[src/rtl/noc_pkg.sv]
`default_nettype none

package noc_pkg;

	// defaults, overridden from the top level
	parameter int NUM_PORTS = 2;
	parameter int FLIT_BITS = 8;
	parameter int BUFF_BITS = 3;
	parameter int DEST_BITS = 2;
	parameter int PORT_BITS = 1;

	// one routing table entry
	// an invalid entry means packets to that destination are dropped
	typedef struct packed {
		logic                 valid;
		logic [PORT_BITS-1:0] port;
	} route_entry_t;

	// input port states
	typedef enum logic [2:0] {
		rx_idle       = 3'b000,
		rx_latched    = 3'b001,
		rx_route      = 3'b011,
		rx_buffer     = 3'b101,
		rx_wait_grant = 3'b100,
		rx_send       = 3'b111
	} rx_state_t;

	// output port states
	typedef enum logic [1:0] {
		tx_idle     = 2'b00,
		tx_read     = 2'b01,
		tx_send     = 2'b11,
		tx_wait_ack = 2'b10
	} tx_state_t;

endpackage

`default_nettype wire
[src/rtl/tx_port.sv]
`timescale 1ns/100ps
`default_nettype none

module tx_port #(
	parameter int FLIT_BITS = noc_pkg::FLIT_BITS,
	parameter int BUFF_BITS = noc_pkg::BUFF_BITS
) (
	input  logic                 clk,
	input  logic                 reset,
	input  logic                 tx_start,
	output logic                 tx_busy,
	output logic [BUFF_BITS-1:0] rd_addr,
	input  logic [FLIT_BITS-1:0] rd_data,
	output logic                 ch_req,
	output logic [FLIT_BITS-1:0] ch_flit,
	input  logic                 ch_ack
);

	import noc_pkg::*;

	tx_state_t            state;
	logic [FLIT_BITS-1:0] flit_q;
	logic                 ack_pulse;

	req_sync ack_sync_i (
		.clk   (clk),
		.reset (reset),
		.req   (ch_ack),
		.pulse (ack_pulse)
	);

	// buffer read goes through the switch, register it first
	always_ff @(posedge clk) begin
		if (state == tx_read) begin
			flit_q <= rd_data;
		end
	end

	always_ff @(posedge clk or posedge reset) begin
		if (reset) begin
			state   <= tx_idle;
			tx_busy <= 1'b0;
			rd_addr <= '0;
			ch_req  <= 1'b0;
			ch_flit <= '0;
		end else begin
			case (state)
				tx_idle: begin
					if (tx_start) begin
						tx_busy <= 1'b1;
						rd_addr <= '0;
						state   <= tx_read;
					end
				end
				tx_read: begin
					state <= tx_send;
				end
				tx_send: begin
					// data and request change on the same edge
					ch_flit <= flit_q;
					ch_req  <= ~ch_req;
					state   <= tx_wait_ack;
				end
				tx_wait_ack: begin
					if (ack_pulse) begin
						if (&rd_addr) begin
							tx_busy <= 1'b0;
							state   <= tx_idle;
						end else begin
							rd_addr <= rd_addr + 1'b1;
							state   <= tx_read;
						end
					end
				end
				default: begin
					state <= tx_idle;
				end
			endcase
		end
	end

endmodule

`default_nettype wire

[src/rtl/req_sync.sv]
`timescale 1ns/100ps
`default_nettype none

module req_sync (
	input  logic clk,
	input  logic reset,
	input  logic req,
	output logic pulse
);

	logic sync_1;
	logic sync_2;
	logic sync_prev;

	// two flops against metastability, third keeps the last level seen
	always_ff @(posedge clk or posedge reset) begin
		if (reset) begin
			sync_1    <= 1'b0;
			sync_2    <= 1'b0;
			sync_prev <= 1'b0;
		end else begin
			sync_1    <= req;
			sync_2    <= sync_1;
			sync_prev <= sync_2;
		end
	end

	// two-phase: rising and falling edges both count
	assign pulse = sync_2 ^ sync_prev;

endmodule

`default_nettype wire

[config.mk]
export PLATFORM = sky130hd
export DESIGN_NAME = tx_port
export DESIGN_NICKNAME = d
export VERILOG_FILES = /design/src/rtl/noc_pkg.sv /design/src/rtl/tx_port.sv /design/src/rtl/req_sync.sv
export SDC_FILE = /design/constraint.sdc
export NUM_CORES = 1
export LEC_CHECK = 0
export ABC_AREA = 0
export BUFFER_PORTS_ARGS = -buffer_cell sky130_fd_sc_hd__buf_4
export CORE_MARGIN = 10
export CORE_UTILIZATION = 45
export DETAILED_ROUTE_END_ITERATION = 8
export PLACE_DENSITY = 0.8
export SETUP_SLACK_MARGIN = 0.1
export SYNTH_ARGS = -nofsm -noshare
export SYNTH_HDL_FRONTEND = slang
export SYNTH_SLANG_ARGS = --single-unit
export TNS_END_PERCENT = 50
[constraint.sdc]
create_clock -name clk -period 1.5 [get_ports clk]
set_input_delay 0.3 -clock clk [delete_from_list [all_inputs] [get_ports clk]]
set_output_delay 0.3 -clock clk [all_outputs]
set_load 0.01 [all_outputs]
Word level (Yosys, flattened, before mapping)
Cells that the tools add are included.

cells by class
  bitwise gates (word level) = 2
  equality and inequality tests = 7
  $add $sub $neg = 1
  mux-type cells = 12
  reduce and logical (&&, ||, !) cells = 6

operator list
  cell                 count
  $mux 3               3
  $ne 2x2->1 const B   4
  $pmux 2 s4           1
  $reduce_and 4->1     2
  $pmux 3 s2           1
  $eq 2x2->1 const B   2
  $mux 1               4
  $mux 2               2
  $add 3x1->3 const B  1
  $reduce_and 3->1     1
  $eq 2x1->1 const B   1
  $logic_not 2->1      1
  $pmux 1 s2           1
  $reduce_and 2->1     1
  $reduce_bool 2->1    1
  $not 1->1            1
  $xor 1x1->1          1

word-level totals
  output and inout bits = 13
  word-level logic and storage cells = 37
  register bits after elaboration = 26
  bits of input ports = 12

Depth between registers and ports, before layout
  word-level depth = 4
  depth in mapped cells = 5
  gate-level depth less buffers = 5

Hierarchy
A second synthesis with hierarchy kept.

unflattened totals
  cells, all modules = 57
  area total of the unflattened synthesis = 970.9 sq um

by module, submodules not included
  module    area each (sq um)  cells each  times used  seq. area each (sq um)
  tx_port   883.3              52          1           615.6
  req_sync  87.6               5           1           75.1

Least setup slack after synthesis
Ideal clock, no wire load.

  path type = reg2reg
  from = register rd_addr[0]
  to = register rd_addr[0]
  data required time = 1.371 ns
  arrival = 1.558 ns
  setup slack = -0.186 ns
  stages on the path, launching flop included = 6
  cell sequence = dfrtp_1 > ha_1 > ha_1 > or4b_1 > buf_2 > mux2i_1

between the ends
  longest elaborated chain between the ends = 4

ends and longest elaborated chain
  element                   RTL line       text
  start: declaration        tx_port.sv:12  output logic [BUFF_BITS-1:0] rd_addr,
  start signal: assignment  tx_port.sv:70  rd_addr <= rd_addr + 1'b1;
  $add 3x1->3               tx_port.sv:70
  $mux 3                    tx_port.sv:66  if (&rd_addr) begin
  $mux 3                    tx_port.sv:65  if (ack_pulse) begin
  $pmux 3 s2                tx_port.sv:47  case (state)

Several ways; a longest one is shown, not always the timed one. The select of a mux whose other input is x is not followed.
A chain may end at the register's enable or synchronous reset.

Worst setup path after layout
  from = register rd_addr[0]
  to = register rd_addr[2]

The elaborated chain is that of the path after synthesis.

==> results.md <==
- Fin nets: between 100 and 150
- Hold Crit Depth: 1
- Initial core utilization: a little under 50%
- Clock sink count: 26
- Antenna-violating nets left: 0
- Root Buffer: clkbuf_4
- Worst EP required: around 1.7 ns
- Routed via count: 604
- Area Overhead vs Synth: 34.8%
- Top_reg_cell synth: dfrtp_1
- Commonest cells after routing, fill and taps aside: buf_4, dfrtp_1, edfxtp_1
- Register area share after synthesis: a little under three quarters
- Worst Path Max Fanout: 3
- Cell Area, Synth: between 900 and 1000 um^2
- Fin crit share: 107%
- Netlist cell types: 19
- Layout cells sized above 1: ~46%
- Pre-antenna DRT Iters: 3
- Leading cell type in the layout, fill and taps excluded: buf_4
- WHS: 0.0793 ns
- Post-detail-place hpwl: between 1000 and 1500 um
- Reg clk slew, reported paths: around 0.13 ns
- Number of synthesized register bits: 26
- Reg2Reg Setup Slack: -0.10 ns
- Post-synth EDFFs: 8
- Top post-synthesis cells by area: dfrtp_1, edfxtp_1, mux2_2, ha_1, mux2_1
- First-pass GRT wire length: 3220 um
- Highest Signal Layer: met4
- Final hold violations: 0
- R2r worst-path depth: 4
- CP Class: reg -> reg
- Initial antenna violation count: 0
- Status: complete, but fails checks
- Die width: 66.5 um
- WL met2: about 1100 um
- Setup ws final: -0.103 ns
- Initial DRC Count: 11
- DR DRC count: 0
- Worst-Margin Slew: 0.401 ns
- Finished Layout Cells: 125
- DR WL met3: 91 um
- Yosys top cell area share: a little under half
- Fin util: around 66%
- Dpl cells: ~120
- Fill cell count: between 150 and 200
- M1 wire length: roughly 680 um
- Largest area contributor in the netlist: dfrtp_1
- Avg Synthesized Cell Area: around 15 um^2
- Hold Startpoint: ch_ack
- Maximum clock rate: ~620 MHz
- VDD IR max: 1.16 mV
- ANT cells: 0
- Tmin final: ~1.6 ns
- Final setup viols: 3
- Vias per cell: 4.83
- H-tree depth: 1
- Die H: 66.5 um
- Cells after synthesis: between 60 and 70
- Critical R2R Launch: rd_addr[0]
- Insertion delay to the later sink of the worst-skew pair: 0.32 ns
- CTS Buf Count: 3
- P_leak: between 0.6 and 0.7 nW
- Critical path capture point type: register
- Number of global-route vias before repair: slightly below 700
- Min-Delay Endpoint: ack_sync_i.sync_1
- Reg2reg end: rd_addr[2]
- WP data arrival: 1.84 ns
- Synth async-reset ratio: between 60 and 70%
- Bufs on Longest Clock Path: 2
- Placeable Area: 2000 um^2
- WL per Instance: 15.0 um
- Worst hold path class: in -> reg
- IO Port Bufs: 24
- Worst Skew: 0.0113 ns
- Max-cap violations: 0
- Die area: about 4400 um^2
- Placed Area: ~1200 um^2
- Post-Syn Nets: roughly 80
- I/O pin cnt: 25
- Pwr dens: just over 2000 nW/um^2
- Final instance area: ~1300 um^2
- GRT overflow: 0
- Largest net degree at the start of global routing: 19
- # rows: 16
- TritonCTS clock tree: built
- Slew headroom: roughly three quarters
- Routed WL: 1880 um
- Gp weighted congestion: ~0.73
- Failing checks: negative setup slack
- Yosys warning count: 0
- RSZ-0062 raised after global routing: true
- Final Max Slew Viols: 0
- Startpoint types: register
- Gr usage total: a little under a tenth
## Yosys cell counts, types with 2 or more instances
cell / instances
xnor2_1: 2
mux2_2: 5
nand2_1: 6
inv_1: 4
edfxtp_1: 8
buf_2: 2
a21oi_1: 2
ha_1: 3
dfrtp_1: 18
mux2_1: 3
mux2i_1: 3
## cell families (layout without fill, tap and decap cells)
| kind of cell | after synthesis | in the layout | synth area share [%] |
|---|---|---|---|
| AOI/OAI and AO/OA | 4 | 4 | 2.31 |
| xor gates and xnor gates | 2 | 2 | 1.80 |
| adders and majority gates | 3 | 3 | 3.86 |
| buffers and inverters | 7 | 41 | 2.96 |
| DFF | 26 | 26 | 71.0 |
| muxes | 11 | 11 | 12.3 |
| and+or+nand+nor | 11 | 11 | 5.78 |
## worst max-delay path, cell delays in order, from the launching register on
cell and delay (ns):
dfrtp_1 0.42, ha_2 0.20, ha_2 0.17, or4b_4 0.53, mux2i_2 0.21
## how the worst max path moves through the flow
| stage | startpoint | endpoint | slack, ns | cells past startpoint |
|---|---|---|---|---|
| finish | rd_addr[0] | rd_addr[2] | -0.10 | 4 |
| global route | rd_addr[0] | rd_addr[2] | -0.16 | 4 |
| CTS | rd_addr[0] | rd_addr[2] | -0.11 | 4 |
| detailed placement | rd_addr[1] | rd_addr[1] | -0.13 | 4 |
| global placement | rd_addr[1] | rd_addr[0] | -0.08 | 4 |
| floorplan | rd_addr[0] | rd_addr[0] | -0.13 | 5 |
## registers in the layout (all words and copies together) (netlist names)
name and flops:
flit_q 8, ack_sync_i.sync_1 1, ch_flit 8, rd_addr 3
ch_req 1, ack_sync_i.sync_prev 1, state 2, tx_busy 1
ack_sync_i.sync_2 1
## area by class of cell
class                           count  area, um^2  area share (%)
Sequential cell                    26         691            52.6
Inverter                            5        18.8            1.43
Multi-Input combinational cell     31         267            20.3
Tap cell                           27        33.8            2.57
Timing Repair Buffer               32         250            19.1
Clock buffer                        3        22.5            1.72
Clock inverter                      1        30.0            2.29
## routing by layer
layer,global-route usage (%),up-vias
met5,0,-
met2,17.7,14
met3,2.51,5
met1,9.64,301
met4,4.71,0
li1,-,284
## power breakdown
part / internal (W) / leakage (nW) / switching, W / total [W]
Combinational: 0.000567 / 0.294 / 0.000458 / 0.00102
Sequential: 0.00100 / 0.283 / 0.000149 / 0.00115
Clock: 0.000270 / 0.0279 / 0.000208 / 0.000478
## what timing repair did
| item | CTS | global route |
|---|---|---|
| gates resized for setup | 4 | 0 |
| pin swaps | 2 | 0 |
| endpoints found under the hold margin | 18 | 0 |
| hold buffers | 1 | 0 |
| setup buffers | 1 | 0 |
| setup endpoints to repair | 3 | 4 |
## per-stage QoR
stage               setup slack (ns)  total power [W]  TNS (ns)
floorplan                     -0.133          0.00166    -0.386
global placement             -0.0768          0.00207    -0.230
detailed placement            -0.128          0.00214    -0.368
CTS                           -0.107          0.00269    -0.220
global route                  -0.159          0.00283    -0.389
finish                        -0.103          0.00265    -0.215
No activity file was read; power rests on OpenSTA's default activity.
