==> src/rtl/noc_pkg.sv <==
`default_nettype none

package noc_pkg;

	// defaults, overridden from the top level
	parameter int NUM_PORTS = 2;
	parameter int FLIT_BITS = 8;
	parameter int BUFF_BITS = 3;
	parameter int DEST_BITS = 2;
	parameter int PORT_BITS = 1;

	// one routing table entry
	// an invalid entry means packets to that destination are dropped
	typedef struct packed {
		logic                 valid;
		logic [PORT_BITS-1:0] port;
	} route_entry_t;

	// input port states
	typedef enum logic [2:0] {
		rx_idle       = 3'b000,
		rx_latched    = 3'b001,
		rx_route      = 3'b011,
		rx_buffer     = 3'b101,
		rx_wait_grant = 3'b100,
		rx_send       = 3'b111
	} rx_state_t;

	// output port states
	typedef enum logic [1:0] {
		tx_idle     = 2'b00,
		tx_read     = 2'b01,
		tx_send     = 2'b11,
		tx_wait_ack = 2'b10
	} tx_state_t;

endpackage

`default_nettype wire
==> src/rtl/rx_port.sv <==
`timescale 1ns/100ps
`default_nettype none

module rx_port #(
	parameter int FLIT_BITS = noc_pkg::FLIT_BITS,
	parameter int BUFF_BITS = noc_pkg::BUFF_BITS,
	parameter int DEST_BITS = noc_pkg::DEST_BITS,
	parameter int PORT_BITS = noc_pkg::PORT_BITS
) (
	input  logic                  clk,
	input  logic                  reset,
	input  logic                  ch_req,
	input  logic [FLIT_BITS-1:0]  ch_flit,
	output logic                  ch_ack,
	output logic [DEST_BITS-1:0]  table_addr,
	input  noc_pkg::route_entry_t table_entry,
	output logic                  sw_req,
	output logic [PORT_BITS-1:0]  sw_port,
	input  logic                  sw_gnt,
	input  logic [BUFF_BITS-1:0]  buf_addr,
	output logic [FLIT_BITS-1:0]  buf_data
);

	import noc_pkg::*;

	localparam int FLITS = 2 ** BUFF_BITS;

	rx_state_t            state;
	route_entry_t         entry_q;
	logic [FLIT_BITS-1:0] flit_q;
	logic [BUFF_BITS-1:0] flit_count;
	logic [FLIT_BITS-1:0] buf_mem [FLITS];
	logic                 req_pulse;
	logic                 head_flit;
	logic                 last_flit;

	req_sync req_sync_i (
		.clk   (clk),
		.reset (reset),
		.req   (ch_req),
		.pulse (req_pulse)
	);

	assign head_flit = flit_q[FLIT_BITS-1];
	assign last_flit = &flit_count;

	// read side belongs to the switch
	assign buf_data = buf_mem[buf_addr];

	always_ff @(posedge clk or posedge reset) begin
		if (reset) begin
			state      <= rx_idle;
			entry_q    <= '0;
			flit_count <= '0;
			table_addr <= '0;
			sw_req     <= 1'b0;
			sw_port    <= '0;
			ch_ack     <= 1'b0;
			for (int i = 0; i < FLITS; i++) begin
				buf_mem[i] <= '0;
			end
		end else begin
			case (state)
				rx_idle: begin
					if (req_pulse) begin
						flit_q <= ch_flit;
						state  <= rx_latched;
					end
				end
				rx_latched: begin
					// only the head carries a destination
					if (head_flit) begin
						table_addr <= flit_q[DEST_BITS-1:0];
						state      <= rx_route;
					end else begin
						state <= rx_buffer;
					end
				end
				rx_route: begin
					entry_q <= table_entry;
					state   <= rx_buffer;
				end
				rx_buffer: begin
					buf_mem[flit_count] <= flit_q;
					flit_count          <= flit_count + 1'b1;
					if (!last_flit) begin
						ch_ack <= ~ch_ack;
						state  <= rx_idle;
					end else if (!entry_q.valid) begin
						// no route, packet is dropped here
						ch_ack     <= ~ch_ack;
						flit_count <= '0;
						state      <= rx_idle;
					end else begin
						sw_req  <= 1'b1;
						sw_port <= entry_q.port;
						state   <= rx_wait_grant;
					end
				end
				rx_wait_grant: begin
					if (sw_gnt) begin
						sw_req <= 1'b0;
						state  <= rx_send;
					end
				end
				rx_send: begin
					// grant falls once the output is done with the buffer
					if (!sw_gnt) begin
						ch_ack     <= ~ch_ack;
						flit_count <= '0;
						state      <= rx_idle;
					end
				end
				default: begin
					state <= rx_idle;
				end
			endcase
		end
	end

endmodule

`default_nettype wire

==> src/rtl/req_sync.sv <==
`timescale 1ns/100ps
`default_nettype none

module req_sync (
	input  logic clk,
	input  logic reset,
	input  logic req,
	output logic pulse
);

	logic sync_1;
	logic sync_2;
	logic sync_prev;

	// two flops against metastability, third keeps the last level seen
	always_ff @(posedge clk or posedge reset) begin
		if (reset) begin
			sync_1    <= 1'b0;
			sync_2    <= 1'b0;
			sync_prev <= 1'b0;
		end else begin
			sync_1    <= req;
			sync_2    <= sync_1;
			sync_prev <= sync_2;
		end
	end

	// two-phase: rising and falling edges both count
	assign pulse = sync_2 ^ sync_prev;

endmodule

`default_nettype wire

==> config.mk <==
export PLATFORM = sky130hd
export DESIGN_NAME = rx_port
export DESIGN_NICKNAME = d
export VERILOG_FILES = /design/src/rtl/noc_pkg.sv /design/src/rtl/rx_port.sv /design/src/rtl/req_sync.sv
export SDC_FILE = /design/constraint.sdc
export NUM_CORES = 1
export LEC_CHECK = 0
export ABC_AREA = 0
export BUFFER_PORTS_ARGS = -buffer_cell sky130_fd_sc_hd__buf_2
export CAP_MARGIN = 20
export CORE_MARGIN = 10
export CORE_UTILIZATION = 64
export CTS_CLUSTER_DIAMETER = 50
export DETAILED_ROUTE_END_ITERATION = 7
export PLACE_DENSITY = 0.84
export REMOVE_ABC_BUFFERS = 1
export SLEW_MARGIN = 20
export SYNTH_ARGS = -nofsm -noshare
export SYNTH_HDL_FRONTEND = slang
export SYNTH_SLANG_ARGS = --single-unit
==> constraint.sdc <==
create_clock -name clk -period 4.2 [get_ports clk]
set_input_delay 0.21 -clock clk [delete_from_list [all_inputs] [get_ports clk]]
set_output_delay 0.21 -clock clk [all_outputs]
set_load 0.01 [all_outputs]
Word level (Yosys, flattened, before mapping)
Index checks and enable logic that the tools add are counted.
Cells by class
  add/sub/neg operators: 1
  $mul: 0
  div/mod/pow operators: 0
  magnitude comparators: 3
  eq/ne operators: 11
  shifts and indexed selects: 0
  muxes and demuxes: 24
  bitwise operators: 5
  reductions and logical operators: 12
Operators by type and width (count)
  $bwmux W64: 1
  $bmux W8 S3: 1
  $demux W8 S3: 1
  $mux W3: 8
  $mux W8: 3
  $pmux W3 S6: 1
  $reduce_and A3 Y1: 4
  $ne A2 B2 Y1 const B: 5
  $eq A3 B3 Y1 const B: 3
  $ge A4 B4 Y1 const B: 2
  $not A3 Y4: 2
  $mux W1: 6
  $pmux W3 S2: 1
  $reduce_and A5 Y1: 1
  $lt A4 B1 Y1 const B: 1
  $pmux W1 S2: 2
  $reduce_and A2 Y1: 2
  $reduce_and A4 Y1: 1
  $reduce_bool A2 Y1: 2
  $add A3 B1 Y3 const B: 1
  $eq A3 B1 Y1 const B: 1
  $eq A3 B2 Y1 const B: 1
  $logic_not A3 Y1: 1
  $ne A3 B3 Y1 const B: 1
  3 further kinds: 4
Word-level totals
  flip-flop bits (word level): 88
  bits in latches: 0
  memory bits (writable): 0
  ROM bits: 0
  input bits: 17
  output and inout bits: 13
  word-level logic and storage cells: 76
  memories kept: 0

Longest topological paths before layout
  word-level depth: 6
  gate-level depth with buffers: 5
  mapped depth without buffers: 5

Modules after synthesis
From an unflattened synthesis, not the netlist that was laid out.
Unflattened totals
  cells, all modules: 245
  area total of the unflattened synthesis: 3983.8 um2
Modules (own cells, without submodules)
  rx_port: instances 1, cells each 240, area an instance 3896.2 um2, sequential area each 2167.1 um2
  req_sync: instances 1, cells each 5, area an instance 87.6 um2, sequential area each 75.1 um2

Least setup slack after synthesis
No wires, ideal clock.
  path type: register to register
  start point: register state[2]
  end point: register flit_q[0], enable pin
  library setup time: 0.370 ns
  data arrival time: 1.487 ns
  data required time: 3.830 ns
  path slack: 2.343 ns
  stages on the path, launching flop included: 4
  period minus slack after synthesis: 1.857 ns
  cell sequence: dfrtp_1 -> clkbuf_1 -> or4_1 -> nor2_1
Between the ends
  cells in the longest elaborated chain, start to end: 2
RTL lines
  start: declaration: line rx_port.sv:28  | rx_state_t state;
  start signal: assignment: line rx_port.sv:52  | state <= rx_idle;
  start signal: assignment: line rx_port.sv:67  | state <= rx_latched;
  start signal: assignment: line rx_port.sv:74  | state <= rx_route;
  $logic_not A3 Y1: line rx_port.sv:63  | case (state)
  $reduce_and A3 Y1 (no source line)
  end signal: assignment: line rx_port.sv:66  | flit_q <= ch_flit;
  end: declaration: line rx_port.sv:30  | logic [FLIT_BITS-1:0] flit_q;
No other way between the ends.
A chain may end at the register's enable or synchronous reset.

Final worst setup path
  start point: register state[2]
  end point: register flit_q[7], enable pin
Same word-level chain as after synthesis.

==> impl_metrics.toml <==
[logic_synthesis]
ys_warn_count = 0
seq_area_frac_synth_pct = 57.1
synth_ff_type = "dfrtp_1"
synthCells = 243
synth_area_um2 = 3930
ys_types = 36
syn_area_per_cell_um2 = 16.2
synth_edf_count = 8
synth_seq_cells = 88
synthArstFlopShare_pct = 90.9

[route]
met1Wirelength_um = 3460
drt-wirelength-per-cell_um = 21.1
drcViolationCount = 0
num_vias = 2113
drtIter0Drc = 96
top_layer = "met4"
wl_um = 7450
wl_met3_um = 298
wl_met2_um = 3590
ant_nets = 0
viasPerCell = 5.99
drt-pass1-iter-count = 4

[setup_path]
path_cells = "or4_1 -> nor2_1"
cp.arrival_ps = 2000
slowest_delay_ps = 570
critPathMaxFanout = 12
critPathKind = "reg -> reg"
slowest_stage = "or4_1"
critPathCaptureType = "register"
required_ps = 4180
worstSetupStartpointType = "register"

[layout]
fillers = 404
utilization_pct = 72.6
nets = 293
n_antenna_cell = 0
regArea_um2 = 2240
final_cells = 353
multi_input_comb_area_um2 = 1610
area_growth_pct = 10.0
drive_gt1_share_pct = 51.8

[timing]
max_freq_mhz = 495
tightest_slew_ps = 706
fin_tns_setup_ps = 0
setup_violations = 0
rsz0062_at_grt = "no"
period_needed_ps = 2020
layout_setup_ws_ps = 2180
finalMaxSlewViolations = 0
hold_viol = 0
fin_skew_ps = 15.0
slew_headroom_pct = 52.7
finalCritPeriodShare_pct = 48.1

[power]
ir_drop_v = 0.000352
p_sw_share_pct = 29.5
p_switching_w = 0.000828
power.density_nw_per_um2 = 649
pwr-share-clk_pct = 19.7
p_leak_nw = 1.98
p_int_w = 0.00198
comb_power_share_pct = 29.8
p_seq_share_pct = 50.5

[global_route]
grt.total_usage_pct = 16.2
grt_overflow_total = 0
grt_max_degree = 56
grt_pass1_wl_um = 12300
grt_pass1_vias = 2305
antenna_found_initial = 0

[clock_tree]
clk_pin_slew_ps = 80
worstSkewPairLatency_ps = 360
numCtsBuffers = 9
cts_tree = "done"
clock-sinks = 88
clockBufferDepth = 2
htreeDepth = 3
post_cts_resized = 0
cts_root_buffer = "clkbuf_8"

[floorplan]
chipHeight_um = 98.4
pin_count = 30
core_um2 = 5960
die_area_um2 = 9670
start_util_pct = 66.0
fp.dieW_um = 98.4
rows = 28

[placement]
gp_congestion = 0.805
preCtsSetupSlack_ps = 2160
post-place-cells = 336
port_buffers = 29
dp_hpwl_um = 4900

[run_status]
status = "completed"

[flow_run]
maxCapViolCount = 0

[hold_path]
hold_class = "in -> reg"
-- layout by cell type (no fill, tap or decap), types with 3 or more instances in the layout --
master      synthesis  layout
dfrtp_1            80      80
mux2_2             70      70
buf_2               1      29
mux4_2             16      16
clkbuf_8            0      10
mux2_4              8       8
edfxtp_1            8       8
nand2_1             5       5
a21oi_1             5       5
nor2_1              4       4
nand2b_1            3       3
nand3b_1            3       3
clkinvlp_4          0       3
-- path summary, 6_finish.rpt --
kind                                    from                 to  slack [ps]  cells past startpoint
setup / recovery                    state[2]          flit_q[7]        2180                      2
hold / removal                    ch_flit[1]          flit_q[1]          30                      1
setup reg to reg                    state[2]          flit_q[7]        2180                      2
hold reg to reg            req_sync_i.sync_1  req_sync_i.sync_2         360                      0
max in group asynchronous              reset        buf_mem[18]        2900                      4
min in group asynchronous              reset            sw_port         500                      3
-- metal layers --
| metal | vias to the layer above | track usage (%) |
|---|---|---|
| li1 | 968 | - |
| met1 | 1096 | 21.0 |
| met2 | 39 | 25.1 |
| met3 | 10 | 4.65 |
| met4 | 0 | 6.28 |
| met5 | - | 0 |
-- through the flow --
stage	area [um^2]	power, W	hold WS, ps
2_1_floorplan	3860	0.00203	241
3_3_place_gp	4110	0.00221	321
3_5_place_dp	4110	0.00228	322
4_1_cts	4320	0.00284	10.5
5_1_grt	4320	0.00297	15.7
6_report	4320	0.00281	28.1
-- power by group through the flow --
stage                     Combinational [W]  Sequential [W]  Clock [W]
final                              0.000836         0.00142   0.000553
after global routing               0.000910         0.00146   0.000596
after CTS                          0.000850         0.00142   0.000570
after detailed placement           0.000845         0.00143          0
after global placement             0.000810         0.00141          0
after floorplan                    0.000663         0.00136          0
-- flip-flops by register name (all words and copies together), names as in the netlist --
signal and count:
sw_req 1, ch_ack 1, req_sync_i.sync_prev 1, state 3, req_sync_i.sync_2 1, entry_q 2, flit_q 8, flit_count 3
req_sync_i.sync_1 1, buf_mem 64, table_addr 2, sw_port 1
-- synth_stat cells, types with 2 or more instances --
cell type  count  share of area [%]
edfxtp_1       8                6.1
buf_1          2               0.19
nand2_1        5               0.48
and3_1         2               0.32
mux2_4         8                3.1
dfrtp_1       80                 51
clkbuf_1       4               0.38
mux4_2        16                9.2
buf_4          3               0.57
nand3b_1       3               0.57
a21oi_1        5               0.64
xnor2_1        2               0.45
nor2_1         4               0.38
a22o_1         2               0.45
nand3_1        2               0.25
ha_1           2               0.64
nand2b_1       3               0.48
mux2_2        70                 20
inv_1          3               0.29
nor3b_4        2               0.96
nor2b_1        2               0.32
-- cell families (layout without fill, tap and decap cells) --
family	Yosys count	count (layout)	share of synthesized area, %
muxes	94	94	32.3
DFF	88	88	57.1
and+or+nand+nor	31	31	5.67
buffers and inverters	15	50	1.97
AOI/OAI and AO/OA	11	11	1.94
adders and majority gates	2	2	0.637
xor gates and xnor gates	2	2	0.446
-- final cells by class --
class | instances | area share, %
clock buffer | 11 | 3.76
clock inverter | 4 | 0.637
inverter | 3 | 0.318
multi-input combinational | 140 | 37.3
sequential | 88 | 51.9
tap | 75 | 2.17
timing repair buffer | 32 | 3.99
-- critical path: cells and delay by family (launching register included) --
family | cells | cell delay (ps)
AND/OR/NAND/NOR | 2 | 1130
flip-flops | 1 | 530
-- timing repair --
item                                    CTS  global route
buffers inserted                          0             0
hold endpoints to repair                 55             0
hold buffers                              2             0
endpoints found under the setup margin    0             0
(Power assumes the default switching activity.)
