[src/rtl/noc_pkg.sv]
`default_nettype none

package noc_pkg;

	// defaults, overridden from the top level
	parameter int NUM_PORTS = 2;
	parameter int FLIT_BITS = 8;
	parameter int BUFF_BITS = 3;
	parameter int DEST_BITS = 2;
	parameter int PORT_BITS = 1;

	// one routing table entry
	// an invalid entry means packets to that destination are dropped
	typedef struct packed {
		logic                 valid;
		logic [PORT_BITS-1:0] port;
	} route_entry_t;

	// input port states
	typedef enum logic [2:0] {
		rx_idle       = 3'b000,
		rx_latched    = 3'b001,
		rx_route      = 3'b011,
		rx_buffer     = 3'b101,
		rx_wait_grant = 3'b100,
		rx_send       = 3'b111
	} rx_state_t;

	// output port states
	typedef enum logic [1:0] {
		tx_idle     = 2'b00,
		tx_read     = 2'b01,
		tx_send     = 2'b11,
		tx_wait_ack = 2'b10
	} tx_state_t;

endpackage

`default_nettype wire
[src/rtl/route_table.sv]
`timescale 1ns/100ps
`default_nettype none

module route_table #(
	parameter int DEST_BITS = noc_pkg::DEST_BITS,
	parameter int PORT_BITS = noc_pkg::PORT_BITS,
	parameter int NUM_PORTS = noc_pkg::NUM_PORTS
) (
	input  logic                  clk,
	input  logic                  reset,
	input  logic                  cfg_we,
	input  logic [DEST_BITS-1:0]  cfg_addr,
	input  noc_pkg::route_entry_t cfg_entry,
	input  logic [DEST_BITS-1:0]  lookup_addr [NUM_PORTS],
	output noc_pkg::route_entry_t lookup_entry [NUM_PORTS]
);

	localparam int ENTRIES = 2 ** DEST_BITS;

	logic [ENTRIES-1:0]   valid_bits;
	logic [PORT_BITS-1:0] port_mem [ENTRIES];

	// every destination starts out unrouted
	always_ff @(posedge clk or posedge reset) begin
		if (reset) begin
			valid_bits <= '0;
		end else if (cfg_we) begin
			valid_bits[cfg_addr] <= cfg_entry.valid;
		end
	end

	always_ff @(posedge clk) begin
		if (cfg_we) begin
			port_mem[cfg_addr] <= cfg_entry.port;
		end
	end

	// one read port per input
	always_comb begin
		for (int k = 0; k < NUM_PORTS; k++) begin
			lookup_entry[k].valid = valid_bits[lookup_addr[k]];
			lookup_entry[k].port  = port_mem[lookup_addr[k]];
		end
	end

endmodule

`default_nettype wire

[config.mk]
export PLATFORM = sky130hd
export DESIGN_NAME = route_table
export DESIGN_NICKNAME = d
export VERILOG_FILES = /design/src/rtl/noc_pkg.sv /design/src/rtl/route_table.sv
export SDC_FILE = /design/constraint.sdc
export NUM_CORES = 1
export LEC_CHECK = 0
export BUFFER_PORTS_ARGS = -buffer_cell sky130_fd_sc_hd__clkbuf_2
export CORE_AREA = 2 2 39 41
export DETAILED_ROUTE_END_ITERATION = 6
export DIE_AREA = 0 0 41 43
export GPL_TIMING_DRIVEN = 0
export SYNTH_ARGS = -nofsm -noshare
export SYNTH_HDL_FRONTEND = slang
export SYNTH_SLANG_ARGS = --single-unit
[constraint.sdc]
create_clock -name clk -period 2 [get_ports clk]
set_clock_uncertainty 0.1 [all_clocks]
set_input_delay 0.4 -clock clk [delete_from_list [all_inputs] [get_ports clk]]
set_output_delay 0.4 -clock clk [all_outputs]
set_load 0.005 [all_outputs]
# After elaboration in Yosys (flattened, before gate mapping)

Memories as Yosys holds them, arrays and structs flattened.
Index checks and enable logic that the tools add are counted.

Order comparisons: 4
Muxes and demuxes: 9
Reductions and logical operators: 1

Operators by type and width:

| kind                                                                   | number |
|---|---|
| 2-bit by 3-bit < comparator with 1-bit output (second input constant)  | 3 |
| 1-bit 2-to-1 mux                                                       | 5 |
| 1-bit binary-select mux with 2-bit select                              | 2 |
| 4-bit bitwise mux                                                      | 1 |
| 1-bit demux with 2-bit select                                          | 1 |
| 2-bit by 1-bit >= comparator with 1-bit output (second input constant) | 1 |
| 1-bit logical AND                                                      | 1 |

Memories kept: 1
Input bits: 11
Bits in registers: 4
Bits in writable memories: 4
Output and inout bits: 4

Memories:

| memory   | words | width | rd ports | clocked after Yosys merged registers in | write ports | RTL line          | text |
|---|---|---|---|---|---|---|---|
| port_mem | 4     | 1     | 2        | 0                                       | 1           | route_table.sv:21 | `logic [PORT_BITS-1:0] port_mem [ENTRIES];` |

# Depth between registers and ports, before layout

Gate-level depths: netlist (run 1).

Depth in word-level cells: 5
Gate-level depth with buffers: 2
Depth with buffers taken out: 2

# Worst setup path before layout (run 1)

Ideal clock, no wire load.

Path kind: input to output
Start point: input lookup_addr[0] (netlist name)
End point: output lookup_entry[0] (netlist name)
Setup slack: 0.622 ns
Cell stages on the path: 1
Arrival: 0.878 ns
Cells stage by stage: mux4_2

Word-level cells in the longest chain between the ends: 1

Ends and longest elaborated chain:

| element          | RTL line          | text |
|---|---|---|
| from (decl)      | route_table.sv:14 | `input logic [DEST_BITS-1:0] lookup_addr [NUM_PORTS],` |
| memory 4 x 1 bit | --                |  |
| to (decl)        | route_table.sv:15 | `output noc_pkg::route_entry_t lookup_entry [NUM_PORTS]` |

No other way between the ends.

==> results of run 1 <==
-- worst max-delay path by stage --
stage / startpoint / endpoint / cells past startpoint
floorplan: lookup_addr[0] / lookup_entry[0] / 1
global placement: lookup_addr[1] / lookup_entry[1] / 3
detailed placement: lookup_addr[0] / lookup_entry[0] / 3
CTS: port_mem[0]$_DFFE_PP_ / lookup_entry[0] / 2
global route: port_mem[3]$_DFFE_PP_ / lookup_entry[0] / 2
finish: valid_bits[3]$_DFFE_PP0P_ / lookup_entry[1] / 2
-- registers in the layout (all words and copies together) (netlist names) --
name        cells
port_mem        4
valid_bits      4
-- metal layers --
layer / track usage / wire length, um
met5: 0 / 0
met4: 0.08000 / 0
met3: 0.03141 / 75
met2: 0.1656 / 389
met1: 0.09375 / 246
-- worst max-delay path: stages (launching register included) --
cell,delay (ns)
dfrtp_1,0.38
mux4_2,0.46
clkbuf_2,0.13
-- cell type report --
class,instances,area [um2],share of cell area
Tap cell,16,20.02,0.03791
Clock buffer,4,26.28,0.04976
Inverter,2,7.507,0.01422
Timing Repair Buffer,15,80.08,0.1517
Sequential cell,8,220.2,0.4171
Multi-Input combinational cell,12,173.9,0.3294
-- cells in the mapped netlist --
cell type	instances	share of area
nand3b_1	1	0.019
mux2_1	3	0.084
mux2_4	1	0.037
mux4_2	4	0.22
and3_1	1	0.016
dfrtp_1	4	0.25
and3b_1	1	0.022
nor3b_2	1	0.031
edfxtp_1	4	0.30
inv_1	2	0.019
-- timing repair --
item,in CTS,in global routing
hold endpoints to repair,4,0
buffers inserted,0,0
hold buffers,1,0
-- where the power goes --
part / leakage, nW / internal (mW) / switching [mW]
clock network: 0.0150 / 0.0760 / 0.0499
registers: 0.0841 / 0.194 / 0.0121
logic: 0.139 / 0.0508 / 0.0267
total: 0.238 / 0.320 / 0.0886
-- logic make-up after synthesis --
logic type / count (synthesis) / synth area share
buffers and inverters: 2 / 0.01870
DFF: 8 / 0.5483
muxes: 8 / 0.3458
and+or+nand+nor: 4 / 0.08724
-- through the flow --
step,utilization,worst slack [ns],power (mW)
2_1_floorplan,-,0.6221,0.2494
3_3_place_gp,0.3553,0.3827,0.2817
3_5_place_dp,0.3553,0.3642,0.2864
4_1_cts,0.3816,0.2633,0.4149
5_1_grt,0.3816,0.2172,0.4302
6_report,0.3816,0.2809,0.4090
==> qor.yml, run 1 <==
grt_pass1_wl_mm: 1.090
rsz0062_at_grt: "false"
grtUsageTotal: 0.1007
die_area_mm2: 0.001763
coreArea_mm2: 0.001384
max_freq_ghz: 0.5817
start_util: 0.2902
syn_to_final_growth_pct: 31.46
grt_pass1_vias: 286
grt_overflow: 0
yosysSeqAreaShare: 0.5483
clk_pin_slew_ns: 0.05
final_cells: 57
antenna_left: 0
n_antenna_cell: 0
clock_latency_ns: 0.25
fin_tns_setup_ns: 0
vias_per_cell: 4.719
synth_warnings: 0
htreeDepth: 1
ys_ff_latch: 8
die_y_um: 43
holdWs_ns: 0.2665
holdPathStages: 1
rrSetupSlack_ns: 1.09
ys_types: 10
holdCritStartpoint: "cfg_entry[0]"
layout_common_cells: "clkbuf_2 (14), mux4_2 (4), edfxtp_1 (4), dfrtp_1 (4)"
drive_gt1_frac: 0.5610
fillers: 137
cts_buffer_depth: 2
cts_tree: "done"
finalCritPeriodShare: 0.8596
final_common_cell: "clkbuf_2"
rr_endpoint: "valid_bits[2]$_DFFE_PP0P_"
antenna_found_initial: 0
min_period_ns: 1.719
ir_worst_vdd_mv: 0.2338
cts_sinks: 8
clockRootBuffer: "clkbuf_4"
cts_buffers: 3
cp_max_fo: 3
drt_first_pass_iters: 3
post_drt_wl_per_cell_um: 12.47
hold_path_class: "in2reg"
dpl_cell_area_um2: 491.7
syn_area_um2: 401.6
powerDensity_mw_per_mm2: 774.5
syn_inst: 22
tightest_slew_ns: 0.2518
drtIter0Drc: 4
die_w_um: 41
slew_headroom: 0.8314
dp_cells: 52
gp_congestion: 0.6870
num_vias: 269
setup_viol: 0
min_to: "port_mem[0]$_DFFE_PP_"
hold_viol: 0
required_ns: 1.50
timing.rr.start: "valid_bits[2]$_DFFE_PP0P_"
nNetsFinal: 53
cp-start-kind: "flop"
grt_max_degree: 6
row_count: 14
avgSynthCellArea_um2: 18.26
status: "completed"
ios: 15
portBuffers: 14
reg2reg_depth: 1
drc_errors: 0
crit_type: "reg2out"
maxSlewViolCount: 0
fin_area_um2: 528.0
drv_cap: 0
p_leak_nw: 0.2383
post_cts_resized: 0
cp.arrival_ns: 1.22
syn-num-nets: 33
routed_wl_um: 711
worstSetupEndpointType: "output port"
No activity file was read; power rests on OpenSTA's default activity.
==> run 2: changes to the inputs <==
CTS_BUF_LIST = sky130_fd_sc_hd__clkbuf_2 sky130_fd_sc_hd__clkbuf_4 sky130_fd_sc_hd__clkbuf_8   (was not set)
==> run 2 against run 1 <==
Net effect:
- cell count stayed put
- sequential power hardly changed
- clock power is 11% higher
- sequential share of layout area is 0.29 points lower
- power is 3.3% higher
- via count stayed put
- count of clock-buffer cells in the layout stayed put
- utilization is 0.27 points higher
- largest cell class unchanged
- largest power group unchanged
==> qor.yml, run 2 (synthesis gave the netlist of run 1 again) <==
status: "completed"
fillers: 135
p_int_uw: 333.9
clk_pin_slew_ns: 0.05
swShare: 0.2100
row_count: 14
grt_overflow: 0
portBuffers: 14
cts_buffers: 3
worstSetupEndpointType: "output port"
cts_sinks: 8
critPathSlowestCell: "mux4_2"
drive_gt1_frac: 0.5854
die_w_um: 41
postCtsSetupBuffers: 0
grt_pass1_wl_mm: 1.090
dpl_cell_area_um2: 491.7
grtUsageTotal: 0.1007
wl_met3_um: 75
cp_max_fo: 3
die_area_mm2: 0.001763
clock_latency_ns: 0.25
cp_cell_sequence: "mux4_2, clkbuf_2"
coreArea_mm2: 0.001384
gp_congestion: 0.6870
routed_wl_um: 712
vias_per_cell: 4.719
clockPowerShare: 0.330
drc_errors: 0
met2_length_um: 388
crit_buf_inv: 1
cts_buffer_depth: 2
die_y_um: 43
finalCritPeriodShare: 0.8596
layout_common_cells: "clkbuf_2 (14), mux4_2 (4), clkbuf_4 (4), edfxtp_1 (4), dfrtp_1 (4)"
n_antenna_cell: 0
fin_area_um2: 531.8
crit_type: "reg2out"
antenna_left: 0
dp_slack_ns: 0.3642
ir_worst_vdd_mv: 0.2338
hold_path_class: "in2reg"
multi_input_area_um2: 173.9
antenna_found_initial: 0
final_common_cell: "clkbuf_2"
grt_max_degree: 6
required_ns: 1.50
post_drt_wl_per_cell_um: 12.49
nNetsFinal: 53
grt_pass1_vias: 286
cp-start-kind: "flop"
tightest_slew_ns: 0.2517
cpPeakStageDelay_ns: 0.46
ios: 15
htreeDepth: 1
top_layer_used: "met3"
finalWorstSetupSlack_ns: 0.2808
min_period_ns: 1.719
hold_viol: 0
p_leak_nw: 0.2417
wl_met1_um: 248
rsz0062_at_grt: "false"
start_util: 0.2902
drtIter0Drc: 4
combPwrFrac: 0.183
slew_headroom: 0.8315
setup_viol: 0
switching_power_uw: 88.76
ff_latch_area_um2: 220.2
p_seq_frac: 0.486
powerDensity_mw_per_mm2: 794.8
drv_cap: 0
clockRootBuffer: "clkbuf_4"
drt_first_pass_iters: 3
num_vias: 269
maxSlewViolCount: 0
max_freq_ghz: 0.5817
fin_tns_setup_ns: 0
cts_tree: "done"
cp.arrival_ns: 1.22
crit_family: "multiplexers"
reg_top3: "port_mem (4), valid_bits (4)"
syn_to_final_growth_pct: 32.40
-- run 2: cell count changes in the layout (fill, tap and decap cells not counted) --
cell,before,now
clkbuf_1,1,0
clkbuf_4,3,4
-- run 2: through the flow --
stage | instances | hold slack [ns] | utilization | power (mW)
2_1_floorplan | 22 | 0.06608 | - | 0.2494
3_3_place_gp | 52 | 0.1561 | 0.3553 | 0.2817
5_1_grt | 57 | 0.2661 | 0.3843 | 0.4439
4_1_cts | 57 | 0.2628 | 0.3843 | 0.4284
3_5_place_dp | 52 | 0.1640 | 0.3553 | 0.2864
6_report | 57 | 0.2665 | 0.3843 | 0.4227
-- run 2: worst paths after layout --
| path | startpoint | endpoint | slack, ns | cells past startpoint |
|---|---|---|---|---|
| min in group asynchronous | reset | valid_bits[0]$_DFFE_PP0P_ | 0.46 | 3 |
| max in group asynchronous | reset | valid_bits[1]$_DFFE_PP0P_ | 1.19 | 3 |
| max reg2reg | valid_bits[2]$_DFFE_PP0P_ | valid_bits[2]$_DFFE_PP0P_ | 1.09 | 1 |
| min reg2reg | valid_bits[3]$_DFFE_PP0P_ | valid_bits[3]$_DFFE_PP0P_ | 0.41 | 1 |
| max | valid_bits[3]$_DFFE_PP0P_ | lookup_entry[1] | 0.28 | 2 |
| min | cfg_entry[0] | port_mem[0]$_DFFE_PP_ | 0.27 | 1 |
-- run 2: area by class of cell --
class                           count  share of cell area
Timing Repair Buffer               15              0.1506
Sequential cell                     8              0.4141
Inverter                            2             0.01412
Tap cell                           16             0.03765
Clock buffer                        4             0.05647
Multi-Input combinational cell     12              0.3271
-- run 2: routing by layer --
layer	up-vias	track usage
met1	123	0.09375
li1	132	-
met4	0	0.08000
met3	0	0.03141
met2	14	0.1656
met5	-	0
-- run 2: power groups by stage --
| stage | registers, mW | logic [mW] | clock network (mW) |
|---|---|---|---|
| 2_1_floorplan | 0.204 | 0.0453 | 0 |
| 3_3_place_gp | 0.208 | 0.0741 | 0 |
| 3_5_place_dp | 0.209 | 0.0773 | 0 |
| 4_1_cts | 0.206 | 0.0793 | 0.143 |
| 5_1_grt | 0.208 | 0.0871 | 0.148 |
| 6_report | 0.206 | 0.0775 | 0.140 |
-- run 2: timing repair --
item                      in CTS  in global routing
hold endpoints to repair       4                  0
hold buffers                   1                  0
gates resized for setup        0                  0
==> run 3: changes to the inputs <==
CTS_BUF_LIST = sky130_fd_sc_hd__clkbuf_8   (was sky130_fd_sc_hd__clkbuf_2 sky130_fd_sc_hd__clkbuf_4 sky130_fd_sc_hd__clkbuf_8)
==> run 3 against run 2 <==
Net effect:
- sequential cell count stayed put
- clock power up 41%
- sequential power is essentially flat
- worst hold slack better by 0.018 ns
- combinational power about the same
- critical endpoint is now lookup_entry[0]
- maximum frequency up 1.3%
- register-to-register slack barely moved
- global-route usage is 0.92 points higher
- power grew 14%
- design area is 2.8% higher
- count of clock-buffer cells in the layout shrank 1
==> qor.yml, run 3 (synthesis gave the netlist of run 1 again) <==
utilization: 0.3951
row_count: 14
die_area_mm2: 0.001763
min_period_ns: 1.697
coreArea_mm2: 0.001384
grt_pass1_vias: 296
cpPeakStageDelay_ns: 0.46
syn_to_final_growth_pct: 36.14
final_common_cell: "clkbuf_2"
drc_errors: 0
required_ns: 1.50
tightest_slew_ns: 0.2497
start_util: 0.2902
holdWs_ns: 0.2849
cts_buffer_depth: 2
routed_wl_um: 751
clk_pin_slew_ns: 0.04
cts_buffers: 3
fin_tns_setup_ns: 0
htreeDepth: 1
clock_latency_ns: 0.23
num_vias: 272
worstSetupEndpointType: "output port"
cts_tree: "done"
ir_worst_vdd_mv: 0.2783
layout_common_cells: "clkbuf_2 (14), mux4_2 (4), edfxtp_1 (4), dfrtp_1 (4)"
drtIter0Drc: 1
vias_per_cell: 4.772
setup_viol: 0
grt_overflow: 0
die_y_um: 43
ios: 15
cts_hold_buf: 1
max_freq_ghz: 0.5891
portBuffers: 14
fillers: 135
hold_path_class: "in2reg"
rsz0062_at_grt: "false"
crit_type: "reg2out"
slew_headroom: 0.8328
cp-start-kind: "flop"
cts_sinks: 8
antenna_found_initial: 0
gp_congestion: 0.6870
die_w_um: 41
cp_cell_sequence: "mux4_2, clkbuf_2"
final_cells: 57
n_antenna_cell: 0
hold_viol: 0
nNetsFinal: 53
drt_first_pass_iters: 2
grt_max_degree: 6
cp_max_fo: 2
postCtsSetupBuffers: 0
grt_pass1_wl_mm: 1.145
post_drt_wl_per_cell_um: 13.18
cp.arrival_ns: 1.20
drv_cap: 0
critPathSlowestCell: "mux4_2"
antenna_left: 0
p_leak_nw: 0.2502
clockRootBuffer: "clkbuf_8"
reg_top3: "port_mem (4), valid_bits (4)"
maxSlewViolCount: 0
finalCritPeriodShare: 0.8487
status: "completed"
multi_input_area_um2: 173.9
powerDensity_mw_per_mm2: 879.5
ff_latch_area_um2: 220.2
drive_gt1_frac: 0.5610
post_cts_resized: 0
dp_cells: 52
grtUsageTotal: 0.1100
## run 3: cell count changes in the layout (fill, tap and decap cells not counted), sizes merged
cell / before / now
inv: 2 / 3
clkbuf: 18 / 17
## run 3: cell type report
cell class	instances	share of cell area
tap	16	0.03661
clock inverter	1	0.006865
inverter	2	0.01373
sequential	8	0.4027
clock buffer	3	0.07551
multi-input combinational	12	0.3181
timing repair buffer	15	0.1465
## run 3: where the power goes
part           internal (mW)  switching (mW)
sequential             0.194          0.0122
combinational         0.0508          0.0267
clock                  0.133          0.0642
total                  0.378           0.103
## run 3: layer usage
metal,up-vias,global-route usage,share of wire
li1,128,-,-
met3,3,0.03141,0.10
met1,126,0.1007,0.36
met5,-,0,0
met4,0,0.1200,0.040
met2,15,0.1688,0.49
## run 3: worst max-delay path: cells and delay by family (launching register included)
kind                   cells  cell delay, ns
buffers and inverters      1            0.12
muxes                      1            0.46
DFF                        1            0.38
## run 3: worst paths after layout
path | from | endpoint | slack [ns] | cells past startpoint
max in group asynchronous | reset | valid_bits[0]$_DFFE_PP0P_ | 1.17 | 3
worst max register to register | valid_bits[2]$_DFFE_PP0P_ | valid_bits[2]$_DFFE_PP0P_ | 1.09 | 1
worst min register to register | valid_bits[3]$_DFFE_PP0P_ | valid_bits[3]$_DFFE_PP0P_ | 0.41 | 1
worst max-delay path | port_mem[0]$_DFFE_PP_ | lookup_entry[0] | 0.30 | 2
worst min-delay path | cfg_entry[0] | port_mem[2]$_DFFE_PP_ | 0.28 | 1
min in group asynchronous | reset | valid_bits[3]$_DFFE_PP0P_ | 0.49 | 3
## run 3: through the flow
step | cell area (um2) | setup slack, ns | total power, mW
after floorplan | 401.6 | 0.6221 | 0.2494
after detailed placement | 491.7 | 0.3642 | 0.2864
after global placement | 491.7 | 0.3827 | 0.2817
after global routing | 546.8 | 0.2446 | 0.4991
final | 546.8 | 0.3025 | 0.4809
after CTS | 546.8 | 0.2894 | 0.4851
